[config.mk]
export PLATFORM = sky130hd
export DESIGN_NAME = bitmanip_unit
export DESIGN_NICKNAME = d
export VERILOG_FILES = /design/src/bitmanip_pkg.sv /design/src/bitmanip_decoder.sv /design/src/issue_stage.sv /design/src/logic_minmax_unit.sv /design/src/bitcount_unit.sv /design/src/clmul_unit.sv /design/src/result_stage.sv /design/src/bitmanip_unit.sv
export SDC_FILE = /design/constraint.sdc
export NUM_CORES = 1
export LEC_CHECK = 0
export BUFFER_PORTS_ARGS = -buffer_cell sky130_fd_sc_hd__buf_4
export CAP_MARGIN = 20
export CORE_MARGIN = 3
export CORE_UTILIZATION = 49
export DETAILED_ROUTE_END_ITERATION = 16
export HOLD_SLACK_MARGIN = 0.08
export PLACE_DENSITY = 0.66
export SETUP_SLACK_MARGIN = 0.5
export SLEW_MARGIN = 20
export SYNTH_ARGS = -nofsm -noshare
export SYNTH_HDL_FRONTEND = slang
export SYNTH_HIERARCHICAL = 1
export SYNTH_SLANG_ARGS = --single-unit
[constraint.sdc]
create_clock -name clock -period 37.2 [get_ports clock]
set_clock_uncertainty 0.2 [all_clocks]
set_input_delay 5.58 -clock clock [delete_from_list [all_inputs] [get_ports clock]]
set_output_delay 5.58 -clock clock [all_outputs]
set_load 0.01 [all_outputs]
[src/bitmanip_pkg.sv]
// Operand width, RV32 opcode and funct constants, clmul iteration sizes
// Instruction word with R-type and I-type views, unit select and issue bundles
`default_nettype none

package bitmanip_pkg;
	localparam int XLEN = 32;

	typedef logic [XLEN-1:0] xlen_t;

	localparam logic [6:0] OPC_OP     = 7'b0110011;
	localparam logic [6:0] OPC_OP_IMM = 7'b0010011;

	localparam logic [6:0] F7_INV         = 7'b0100000; // ANDN, ORN, XNOR
	localparam logic [6:0] F7_MINMAX      = 7'b0000101;
	localparam logic [6:0] F7_CLMUL_GROUP = 7'b0000101; // Shared with min/max, funct3 splits
	localparam logic [6:0] F7_BITCNT      = 7'b0110000; // Upper imm12 bits of the counts

	localparam logic [4:0] CNT_CLZ  = 5'd0;
	localparam logic [4:0] CNT_CTZ  = 5'd1;
	localparam logic [4:0] CNT_PCNT = 5'd2;

	localparam int CLMUL_BITS_PER_CYCLE = 4;
	localparam int CLMUL_STEPS          = XLEN / CLMUL_BITS_PER_CYCLE;

	typedef struct packed {
		logic [6:0] funct7;
		logic [4:0] rs2;
		logic [4:0] rs1;
		logic [2:0] funct3;
		logic [4:0] rd;
		logic [6:0] opcode;
	} insn_r_t;

	typedef struct packed {
		logic [11:0] imm12;
		logic [4:0]  rs1;
		logic [2:0]  funct3;
		logic [4:0]  rd;
		logic [6:0]  opcode;
	} insn_i_t;

	typedef union packed {
		insn_r_t r_view;
		insn_i_t i_view;
	} insn_t;

	typedef struct packed {
		logic logic_op;
		logic bitcnt;
		logic clmul;
	} unit_sel_t;

	typedef struct packed {
		xlen_t rs1;
		xlen_t rs2;
		insn_t insn;
	} issue_op_t;
endpackage

`default_nettype wire

[src/bitmanip_decoder.sv]
// Instruction decoder, picks the functional unit for a kept RV32 bitmanip op
`timescale 1ns/1ps
`default_nettype none

module bitmanip_decoder (
	input  bitmanip_pkg::insn_t     insn,
	output bitmanip_pkg::unit_sel_t sel
);
	import bitmanip_pkg::*;

	logic is_op;
	logic is_op_imm;

	assign is_op     = insn.r_view.opcode == OPC_OP;
	assign is_op_imm = insn.i_view.opcode == OPC_OP_IMM;

	always_comb begin
		sel = '0;

		if (is_op && insn.r_view.funct7 == F7_INV) begin
			case (insn.r_view.funct3)
				3'b111, 3'b110, 3'b100: sel.logic_op = 1'b1; // ANDN, ORN, XNOR
				default: ;
			endcase
		end

		// funct3 100..111 are min/max, 001..011 the clmul family
		if (is_op && insn.r_view.funct7 == F7_MINMAX && insn.r_view.funct3[2])
			sel.logic_op = 1'b1;
		if (is_op && insn.r_view.funct7 == F7_CLMUL_GROUP) begin
			case (insn.r_view.funct3)
				3'b001, 3'b010, 3'b011: sel.clmul = 1'b1;
				default: ;
			endcase
		end

		// Counts are I-type, selector sits in the low imm12 bits
		if (is_op_imm && insn.i_view.funct3 == 3'b001 &&
				insn.i_view.imm12[11:5] == F7_BITCNT) begin
			case (insn.i_view.imm12[4:0])
				CNT_CLZ, CNT_CTZ, CNT_PCNT: sel.bitcnt = 1'b1;
				default: ;
			endcase
		end
	end

	assert #0 ($onehot0(sel))
		else $error("decoder selected more than one unit");
endmodule

`default_nettype wire

[src/issue_stage.sv]
// Issue stage: input handshake, operand latch, per-unit pending flags
// and the busy arbiter that keeps one instruction in flight
`timescale 1ns/1ps
`default_nettype none

module issue_stage (
	input  logic                    clock,
	input  logic                    reset,
	input  logic                    din_valid,
	input  bitmanip_pkg::xlen_t     din_rs1,
	input  bitmanip_pkg::xlen_t     din_rs2,
	input  bitmanip_pkg::insn_t     din_insn,
	input  bitmanip_pkg::unit_sel_t sel,
	input  bitmanip_pkg::unit_sel_t unit_ready,
	input  logic                    retire,
	output logic                    din_ready,
	output logic                    din_decoded,
	output bitmanip_pkg::unit_sel_t pending,
	output bitmanip_pkg::issue_op_t op
);
	logic busy_reg;
	logic busy;
	logic take;

	assign din_decoded = |sel;
	assign busy        = busy_reg && !retire; // Idle again in the retire cycle
	assign din_ready   = !reset && !busy && din_decoded;
	assign take        = din_valid && din_ready;

	always_ff @(posedge clock) begin
		if (reset) begin
			busy_reg <= 1'b0;
			pending  <= '0;
		end else begin
			busy_reg <= busy || take;
			if (take)
				pending <= sel;
			else
				pending <= pending & ~unit_ready; // Unit took it
		end
	end

	always_ff @(posedge clock) begin
		if (take) begin
			op.rs1  <= din_rs1;
			op.rs2  <= din_rs2;
			op.insn <= din_insn;
		end
	end

	assert property (@(posedge clock) disable iff (reset) $onehot0(pending))
		else $error("more than one unit pending");
endmodule

`default_nettype wire

[src/logic_minmax_unit.sv]
// Inverted logic ops (ANDN, ORN, XNOR) and signed/unsigned min/max
// Single-cycle, result registered and held until accepted
`timescale 1ns/1ps
`default_nettype none

module logic_minmax_unit (
	input  logic                    clock,
	input  logic                    reset,
	input  logic                    pending_logic,
	input  bitmanip_pkg::issue_op_t op,
	input  logic                    accept,
	output logic                    ready,
	output logic                    valid,
	output bitmanip_pkg::xlen_t     result
);
	import bitmanip_pkg::*;

	xlen_t rs1;
	xlen_t rs2;
	xlen_t next_result;
	logic  lt_s;
	logic  lt_u;

	assign rs1  = op.rs1;
	assign rs2  = op.rs2;
	assign lt_s = $signed(rs1) < $signed(rs2);
	assign lt_u = rs1 < rs2;

	always_comb begin
		if (op.insn.r_view.funct7 == F7_INV) begin
			case (op.insn.r_view.funct3)
				3'b111:  next_result = rs1 & ~rs2; // ANDN
				3'b110:  next_result = rs1 | ~rs2; // ORN
				default: next_result = rs1 ^ ~rs2; // XNOR
			endcase
		end else begin
			case (op.insn.r_view.funct3[1:0])
				2'b00:   next_result = lt_s ? rs1 : rs2; // MIN
				2'b01:   next_result = lt_s ? rs2 : rs1; // MAX
				2'b10:   next_result = lt_u ? rs1 : rs2; // MINU
				default: next_result = lt_u ? rs2 : rs1; // MAXU
			endcase
		end
	end

	assign ready = !valid;

	always_ff @(posedge clock) begin
		if (reset)
			valid <= 1'b0;
		else if (pending_logic && ready)
			valid <= 1'b1;
		else if (accept)
			valid <= 1'b0;
	end

	always_ff @(posedge clock) begin
		if (pending_logic && ready)
			result <= next_result;
	end
endmodule

`default_nettype wire

[src/bitcount_unit.sv]
// Leading zeros, trailing zeros and population count of rs1
// Single-cycle, result registered and held until accepted
`timescale 1ns/1ps
`default_nettype none

module bitcount_unit (
	input  logic                    clock,
	input  logic                    reset,
	input  logic                    pending_bitcnt,
	input  bitmanip_pkg::issue_op_t op,
	input  logic                    accept,
	output logic                    ready,
	output logic                    valid,
	output bitmanip_pkg::xlen_t     result
);
	import bitmanip_pkg::*;

	xlen_t clz;
	xlen_t ctz;
	xlen_t pcnt;

	// Zero operand leaves both counts at XLEN
	always_comb begin
		clz  = XLEN;
		ctz  = XLEN;
		pcnt = '0;
		for (int i = 0; i < XLEN; i++) begin
			if (op.rs1[i]) begin
				clz  = XLEN - 1 - i; // Last hit is the MSB
				pcnt = pcnt + 1'b1;
			end
			if (op.rs1[XLEN-1-i])
				ctz = XLEN - 1 - i; // Last hit is the LSB
		end
	end

	assign ready = !valid;

	always_ff @(posedge clock) begin
		if (reset)
			valid <= 1'b0;
		else if (pending_bitcnt && ready)
			valid <= 1'b1;
		else if (accept)
			valid <= 1'b0;
	end

	always_ff @(posedge clock) begin
		if (pending_bitcnt && ready) begin
			case (op.insn.i_view.imm12[4:0])
				CNT_CLZ: result <= clz;
				CNT_CTZ: result <= ctz;
				default: result <= pcnt;
			endcase
		end
	end
endmodule

`default_nettype wire

[src/clmul_unit.sv]
// Iterative carry-less multiplier, a few rs2 bits per cycle into a 64-bit product
// Output is the low word, high word or reversed window, chosen by funct3
`timescale 1ns/1ps
`default_nettype none

module clmul_unit (
	input  logic                    clock,
	input  logic                    reset,
	input  logic                    pending_clmul,
	input  bitmanip_pkg::issue_op_t op,
	input  logic                    accept,
	output logic                    ready,
	output logic                    valid,
	output bitmanip_pkg::xlen_t     result
);
	import bitmanip_pkg::*;

	logic [2*XLEN-1:0] product;
	logic [2*XLEN-1:0] mcand; // rs1, shifted up as bits are consumed
	logic [2*XLEN-1:0] next_product;
	xlen_t             mplier;
	logic [2:0]        funct3;
	logic [$clog2(CLMUL_STEPS+1)-1:0] step;
	logic              busy;
	logic              start;

	assign ready = !busy && !valid;
	assign start = pending_clmul && ready;

	always_comb begin
		next_product = product;
		for (int i = 0; i < CLMUL_BITS_PER_CYCLE; i++) begin
			if (mplier[i])
				next_product = next_product ^ (mcand << i);
		end
	end

	always_ff @(posedge clock) begin
		if (reset) begin
			busy  <= 1'b0;
			valid <= 1'b0;
			step  <= '0;
		end else if (start) begin
			busy <= 1'b1;
			step <= '0;
		end else if (busy) begin
			step <= step + 1'b1;
			if (step == CLMUL_STEPS - 1) begin
				busy  <= 1'b0;
				valid <= 1'b1;
			end
		end else if (accept) begin
			valid <= 1'b0;
		end
	end

	always_ff @(posedge clock) begin
		if (start) begin
			product <= '0;
			mcand   <= {{XLEN{1'b0}}, op.rs1};
			mplier  <= op.rs2;
			funct3  <= op.insn.r_view.funct3;
		end else if (busy) begin
			product <= next_product;
			mcand   <= mcand << CLMUL_BITS_PER_CYCLE;
			mplier  <= mplier >> CLMUL_BITS_PER_CYCLE;
		end
	end

	always_comb begin
		case (funct3)
			3'b011:  result = product[2*XLEN-1:XLEN];   // CLMULH
			3'b010:  result = product[2*XLEN-2:XLEN-1]; // CLMULR
			default: result = product[XLEN-1:0];        // CLMUL
		endcase
	end

	assert property (@(posedge clock) disable iff (reset) step <= CLMUL_STEPS)
		else $error("clmul step counter overran");
endmodule

`default_nettype wire

[src/result_stage.sv]
// Output register, selection among the unit results, back-pressure and retire
`timescale 1ns/1ps
`default_nettype none

module result_stage (
	input  logic                    clock,
	input  logic                    reset,
	input  bitmanip_pkg::unit_sel_t unit_valid,
	input  bitmanip_pkg::xlen_t     logic_result,
	input  bitmanip_pkg::xlen_t     bitcnt_result,
	input  bitmanip_pkg::xlen_t     clmul_result,
	input  logic                    dout_ready,
	output logic                    accept,
	output logic                    retire,
	output logic                    dout_valid,
	output bitmanip_pkg::xlen_t     dout_rd
);
	assign accept = !dout_valid || dout_ready; // Empty or draining this cycle
	assign retire = accept && |unit_valid;

	always_ff @(posedge clock) begin
		if (reset)
			dout_valid <= 1'b0;
		else if (retire)
			dout_valid <= 1'b1;
		else if (dout_ready)
			dout_valid <= 1'b0;
	end

	always_ff @(posedge clock) begin
		if (retire) begin
			case (1'b1)
				unit_valid.logic_op: dout_rd <= logic_result;
				unit_valid.bitcnt:   dout_rd <= bitcnt_result;
				default:             dout_rd <= clmul_result;
			endcase
		end
	end

	assert property (@(posedge clock) disable iff (reset) $onehot0(unit_valid))
		else $error("more than one unit result valid");
endmodule

`default_nettype wire

[src/bitmanip_unit.sv]
// Top level of the RV32 bitmanip coprocessor: decoder, issue stage,
// logic/minmax, bitcount and clmul units, result stage
`timescale 1ns/1ps
`default_nettype none

module bitmanip_unit (
	input  logic                clock,
	input  logic                reset,
	input  logic                din_valid,
	input  bitmanip_pkg::xlen_t din_rs1,
	input  bitmanip_pkg::xlen_t din_rs2,
	input  bitmanip_pkg::insn_t din_insn,
	input  logic                dout_ready,
	output logic                din_ready,
	output logic                din_decoded,
	output logic                dout_valid,
	output bitmanip_pkg::xlen_t dout_rd
);
	import bitmanip_pkg::*;

	unit_sel_t      sel;
	unit_sel_t      pending;
	wire unit_sel_t unit_ready;
	wire unit_sel_t unit_valid;
	issue_op_t      op;
	xlen_t          logic_result;
	xlen_t          bitcnt_result;
	xlen_t          clmul_result;
	logic           accept;
	logic           retire;

	bitmanip_decoder decoder_inst (
		.insn(din_insn),
		.sel (sel)
	);

	issue_stage issue_inst (
		.clock      (clock),
		.reset      (reset),
		.din_valid  (din_valid),
		.din_rs1    (din_rs1),
		.din_rs2    (din_rs2),
		.din_insn   (din_insn),
		.sel        (sel),
		.unit_ready (unit_ready),
		.retire     (retire),
		.din_ready  (din_ready),
		.din_decoded(din_decoded),
		.pending    (pending),
		.op         (op)
	);

	logic_minmax_unit logic_inst (
		.clock        (clock),
		.reset        (reset),
		.pending_logic(pending.logic_op),
		.op           (op),
		.accept       (accept),
		.ready        (unit_ready.logic_op),
		.valid        (unit_valid.logic_op),
		.result       (logic_result)
	);

	bitcount_unit bitcnt_inst (
		.clock         (clock),
		.reset         (reset),
		.pending_bitcnt(pending.bitcnt),
		.op            (op),
		.accept        (accept),
		.ready         (unit_ready.bitcnt),
		.valid         (unit_valid.bitcnt),
		.result        (bitcnt_result)
	);

	clmul_unit clmul_inst (
		.clock        (clock),
		.reset        (reset),
		.pending_clmul(pending.clmul),
		.op           (op),
		.accept       (accept),
		.ready        (unit_ready.clmul),
		.valid        (unit_valid.clmul),
		.result       (clmul_result)
	);

	result_stage result_inst (
		.clock        (clock),
		.reset        (reset),
		.unit_valid   (unit_valid),
		.logic_result (logic_result),
		.bitcnt_result(bitcnt_result),
		.clmul_result (clmul_result),
		.dout_ready   (dout_ready),
		.accept       (accept),
		.retire       (retire),
		.dout_valid   (dout_valid),
		.dout_rd      (dout_rd)
	);
endmodule

`default_nettype wire

* Yosys cells after proc, flatten, opt, wreduce, memory -nomap -nowiden
Cells that the tools add are included.
W data, S select, Z words.
** Word-level totals
- Flip-flop bits (word level) :: 368
- Bits of input ports :: 100
- Output and inout port bits :: 35
- Logic and storage cells :: 261
** Operators by class
- Add/subtract/negate cells :: 32
- $lt $le $gt $ge :: 2
- Eq/ne operators :: 23
- Mux-type cells :: 133
- Bitwise logic cells :: 11
- Reduce and logical (&&, ||, !) cells :: 39
** Operators with widths (number)
- $mux W32 :: 42
- $add A32 B1 Y32 const B :: 30
- $mux W6 :: 64
- $mux W64 :: 4
- $xor A64 B64 Y64 :: 4
- $pmux W32 S2 :: 3
- $pmux W32 S3 :: 1
- $lt A32 B32 Y1 :: 2
- $and A32 B32 Y32 :: 1
- $not A32 Y32 :: 1
- $or A32 B32 Y32 :: 1
- $xor A32 B32 Y32 :: 1
- $eq A7 B6 Y1 const B :: 4
- $mux W1 :: 18
- $eq A3 B3 Y1 const B :: 5
- $reduce_or A3 Y1 :: 5
- $logic_and A1 B1 Y1 :: 14
- $eq A3 B2 Y1 const B :: 4
- $eq A5 B1 Y1 const B :: 2
- $logic_not A5 Y1 :: 2
- $reduce_bool A2 Y1 :: 5
- $logic_not A1 Y1 :: 8
- $eq A7 B3 Y1 const B :: 1
- $eq A7 B5 Y1 const B :: 1
- 16 further kinds :: 17

* Depth between registers and ports, before layout
- Depth in word-level cells :: 64
- Gate-level depth with buffers :: 98
- Gate-level depth less buffers :: 98

* Hierarchy
Netlist, hierarchy kept.
** Modules (own cells, without submodules)
- clmul_unit :: times used 1, cells an instance 1229, area each 10035.9 um^2, seq. area each 4053.9 um^2
- bitcount_unit :: times used 1, cells an instance 848, area each 6876.6 um^2, seq. area each 980.9 um^2
- logic_minmax_unit :: times used 1, cells an instance 481, area each 3965.1 um^2, seq. area each 980.9 um^2
- issue_stage :: times used 1, cells an instance 112, area each 3089.2 um^2, seq. area each 2962.8 um^2
- result_stage :: times used 1, cells an instance 145, area each 1725.4 um^2, seq. area each 980.9 um^2
- bitmanip_decoder :: times used 1, cells an instance 20, area each 140.1 um^2, seq. area each 0.0 um^2

* Worst setup path after synthesis
Ideal clock, no wire load.
- Kind :: register to register
- Start :: register, netlist name issue_inst/op[64]
- End :: register bitcnt_inst.result[7] (data pin)
- Setup time :: 0.265 ns
- Arrival :: 17.173 ns
- Required time :: 36.735 ns
- Setup slack :: 19.562 ns
- Cell stages (with the launch flop) :: 99
- Path buffers :: 1
- Period minus slack after synthesis :: 17.638 ns
- Cells stage by stage :: edfxtp_1 > inv_1 > ha_1 > buf_4 > xnor3_2 > inv_1 > ha_1 > nand2b_1 > o41ai_2 > nor2_1 > ha_1 > nand2_1 > o31a_1 > inv_1 > ha_1 > nor2b_1 > a21oi_1 > ha_1 > [63 not listed] > nand2_1 > nand2_1 > ha_1 > mux2_2 > ha_1 > mux2_2 > ha_1 > mux2_2 > ha_1 > nand2_1 > nor2b_1 > a21oi_1 > nor3b_2 > xor2_1 > xnor2_1 > nand3_1 > xnor2_1 > nor2_1
** Between the ends
- Longest elaborated chain between the ends :: 64
** RTL lines
- $mux W1 (*) :: RTL line bitcount_unit.sv:28 : if (op.rs1[i]) begin
- $add A1 B1 Y2 :: RTL line bitcount_unit.sv:30 : pcnt = pcnt + 1'b1;
- $mux W32 (*) :: RTL line bitcount_unit.sv:28
- $add A32 B1 Y32 :: RTL line bitcount_unit.sv:30
- $mux W32 (*) :: RTL line bitcount_unit.sv:28
- $add A32 B1 Y32 :: RTL line bitcount_unit.sv:30
- $mux W32 (*) :: RTL line bitcount_unit.sv:28
- $add A32 B1 Y32 :: RTL line bitcount_unit.sv:30
- [48 not listed]
- $mux W32 (*) :: RTL line bitcount_unit.sv:28
- $add A32 B1 Y32 :: RTL line bitcount_unit.sv:30
- $mux W32 (*) :: RTL line bitcount_unit.sv:28
- $add A32 B1 Y32 :: RTL line bitcount_unit.sv:30
- $mux W32 (*) :: RTL line bitcount_unit.sv:28
- $add A32 B1 Y32 :: RTL line bitcount_unit.sv:30
- $mux W32 (*) :: RTL line bitcount_unit.sv:28
- $pmux W32 S2 (*) :: RTL line bitcount_unit.sv:50 : case (op.insn.i_view.imm12[4:0])
- end signal, assigned :: RTL line bitcount_unit.sv:51 : CNT_CLZ: result <= clz;
- end signal, assigned :: RTL line bitcount_unit.sv:52 : CNT_CTZ: result <= ctz;
- end signal, assigned :: RTL line bitcount_unit.sv:53 : default: result <= pcnt;
- end, declared :: RTL line bitcount_unit.sv:14 : output bitmanip_pkg::xlen_t result
Every way passes the cells marked *; elsewhere a longest branch is shown, timed or not.
A chain may end at the register's enable or synchronous reset.

* Final worst setup path
- Start :: register, netlist name issue_inst/op[64]
- End :: register bitcnt_inst.result[8] (data pin)
** Between the ends
- Longest elaborated chain between the ends :: 64
** RTL lines (RTL line)
- $mux W1 (*) :: bitcount_unit.sv:28
- $add A1 B1 Y2 :: bitcount_unit.sv:30
- $mux W32 (*) :: bitcount_unit.sv:28
- $add A32 B1 Y32 :: bitcount_unit.sv:30
- $mux W32 (*) :: bitcount_unit.sv:28
- $add A32 B1 Y32 :: bitcount_unit.sv:30
- $mux W32 (*) :: bitcount_unit.sv:28
- $add A32 B1 Y32 :: bitcount_unit.sv:30
- [48 not listed]
- $mux W32 (*) :: bitcount_unit.sv:28
- $add A32 B1 Y32 :: bitcount_unit.sv:30
- $mux W32 (*) :: bitcount_unit.sv:28
- $add A32 B1 Y32 :: bitcount_unit.sv:30
- $mux W32 (*) :: bitcount_unit.sv:28
- $add A32 B1 Y32 :: bitcount_unit.sv:30
- $mux W32 (*) :: bitcount_unit.sv:28
- $pmux W32 S2 (*) :: bitcount_unit.sv:50
Marks and branches as above.

==> metrics <==
status=finished, final reports clean; Starting Density=0.501; synth-to-layout area growth=10.5%; vias in the first global route=approximately 19,000; IO Pins=about 140; P_leak=11.1 nW; crit path time final=20.05 ns; final slew viol count=0; max incr delay on CP=0.64 ns; Syn Inst Count=2,818; Cells after DPL=3,529; Achievable Freq=49.9 MHz; Resize count post-CTS=0; WP data arrival=20.24 ns; mean area per synthesized cell=8.99 µm²; port bufs=124; GR Overflow Total=0; Setup Buffers After CTS=0; commonest non-fill, non-tap cell in the layout=nand2_1; Layout Cells excl Fill=3,603; CTS Hold Bufs=0; Clock Root Buffer=clkbuf_16; fraction of layout cells with a size suffix above 1=0.118; routed length per instance=18.6 µm; Core Box Area=around 0.05 mm²; Longest Clk Path Bufs=3; DIE WIDTH=233 µm; FILL cells=4,531; CP startpoint=issue_inst/op[64]; most used cell, CP=ha_1; Finished Core Util=0.553; RSZ-0062 raised after global routing=false; Slew @ Worst Pin=~1.1 ns; Antenna Nets Post-Route=0; CP max FO=8; HP Class=reg -> reg; CTS tree=done; FF-to-FF Start=issue_inst/op[64]; DRT iter0 DRCs=1,749; n_diodes=0; setup_tns=0 ns; routed wire length=67,200 µm; Hold Crit Start=clmul_inst/product[28]; Ys Warns=6; gr usage total=0.245; most frequent cells in the layout=nand2_1, edfxtp_1, xnor2_1; Worst path slowest cell=edfxtp_1; H-tree depth=2; Slew headroom=0.294; number of CTS-inserted buffers=40; DIE AREA=around 0.054 mm²; die height=233 µm; CP startpoint kind=flip-flop; Critical Path RT=37.39 ns; max reg flops=79; share of the clock period used by the worst path=0.539; Pre-antenna DRT Iters=6; Rows=82; Fin. Hold Viols=0; drt drc=0; clock-pin slew on the worst setup and hold paths=about 0.06 ns; worst skew pair latency=about 0.55 ns; GP Congestion=between 0.9 and 1; HPWL after DPL=around 47,000 µm; maximum vdd ir drop=0.0509 mV; routed vias/inst=5.64; largest net degree at the start of global routing=about 100; top flop regs=issue_inst/op: 79 flops, clmul_inst/mcand: 64 flops, clmul_inst/product: 64 flops; Setup WS pre-CTS=17.45 ns; Clock Sinks=351; area of the mapped netlist=0.0253 mm²; Final setup viols=0; Biggest register=issue_inst/op; Setup Crit Path Kind=reg -> reg; max_cap viols=0; PwrDens=30.3 mW/mm²; Via Count=20,300; first-pass GRT wire length=106,000 µm; Nets=3,097; crit end category=flip-flop; setup ws final=17.15 ns; antenna violations before repair=2
final timing paths:
| check | end | slack [ns] | cells after the start |
|---|---|---|---|
| setup / recovery | bitcnt_inst/result[8] | 17.15 | 98 |
| hold / removal | clmul_inst/product[28] | 0.26 | 1 |
| setup reg to reg | bitcnt_inst/result[8] | 17.15 | 98 |
| hold reg to reg | clmul_inst/product[28] | 0.26 | 1 |
through the flow:
step / power (mW) / instance area, µm² / hold slack [ns]
after floorplan: 0.446 / 25400 / 0.227
after global placement: 0.460 / 26600 / 0.244
after detailed placement: 0.462 / 26600 / 0.251
after CTS: 0.859 / 28000 / 0.262
after global routing: 0.879 / 28000 / 0.279
final: 0.848 / 28000 / 0.259
layout make-up:
cell class	instances	area (µm²)	area share
Sequential cell	351	9460	0.338
Tap cell	672	841	0.0301
Timing Repair Buffer	163	1250	0.0446
Inverter	105	394	0.0141
Multi-Input combinational cell	2238	14700	0.526
Clock inverter	19	174	0.00622
Clock buffer	55	1150	0.0411
power by group:
| part | internal [mW] | switching [mW] | total, mW |
|---|---|---|---|
| Sequential | 0.421 | 0.00509 | 0.426 |
| Clock | 0.232 | 0.162 | 0.394 |
| Combinational | 0.0139 | 0.0140 | 0.0280 |
critical path, delay by kind of cell (launching register included):
kind | cells | cell delay, ns
AOI/OAI and AO/OA | 25 | 3.83
xor gates and xnor gates | 3 | 0.78
adders and majority gates | 28 | 8.50
buffers and inverters | 8 | 0.66
DFF | 1 | 0.64
muxes | 6 | 1.58
and+or+nand+nor | 28 | 3.67
metal layers:
| layer | GRT usage | share of wire | vias up |
|---|---|---|---|
| li1 | - | - | 9796 |
| met1 | 0.356 | 0.45 | 9707 |
| met2 | 0.378 | 0.44 | 716 |
| met3 | 0.0276 | 0.070 | 119 |
| met4 | 0.0878 | 0.036 | 0 |
| met5 | 0 | 0 | - |
Power figures use the tool's default switching activity.
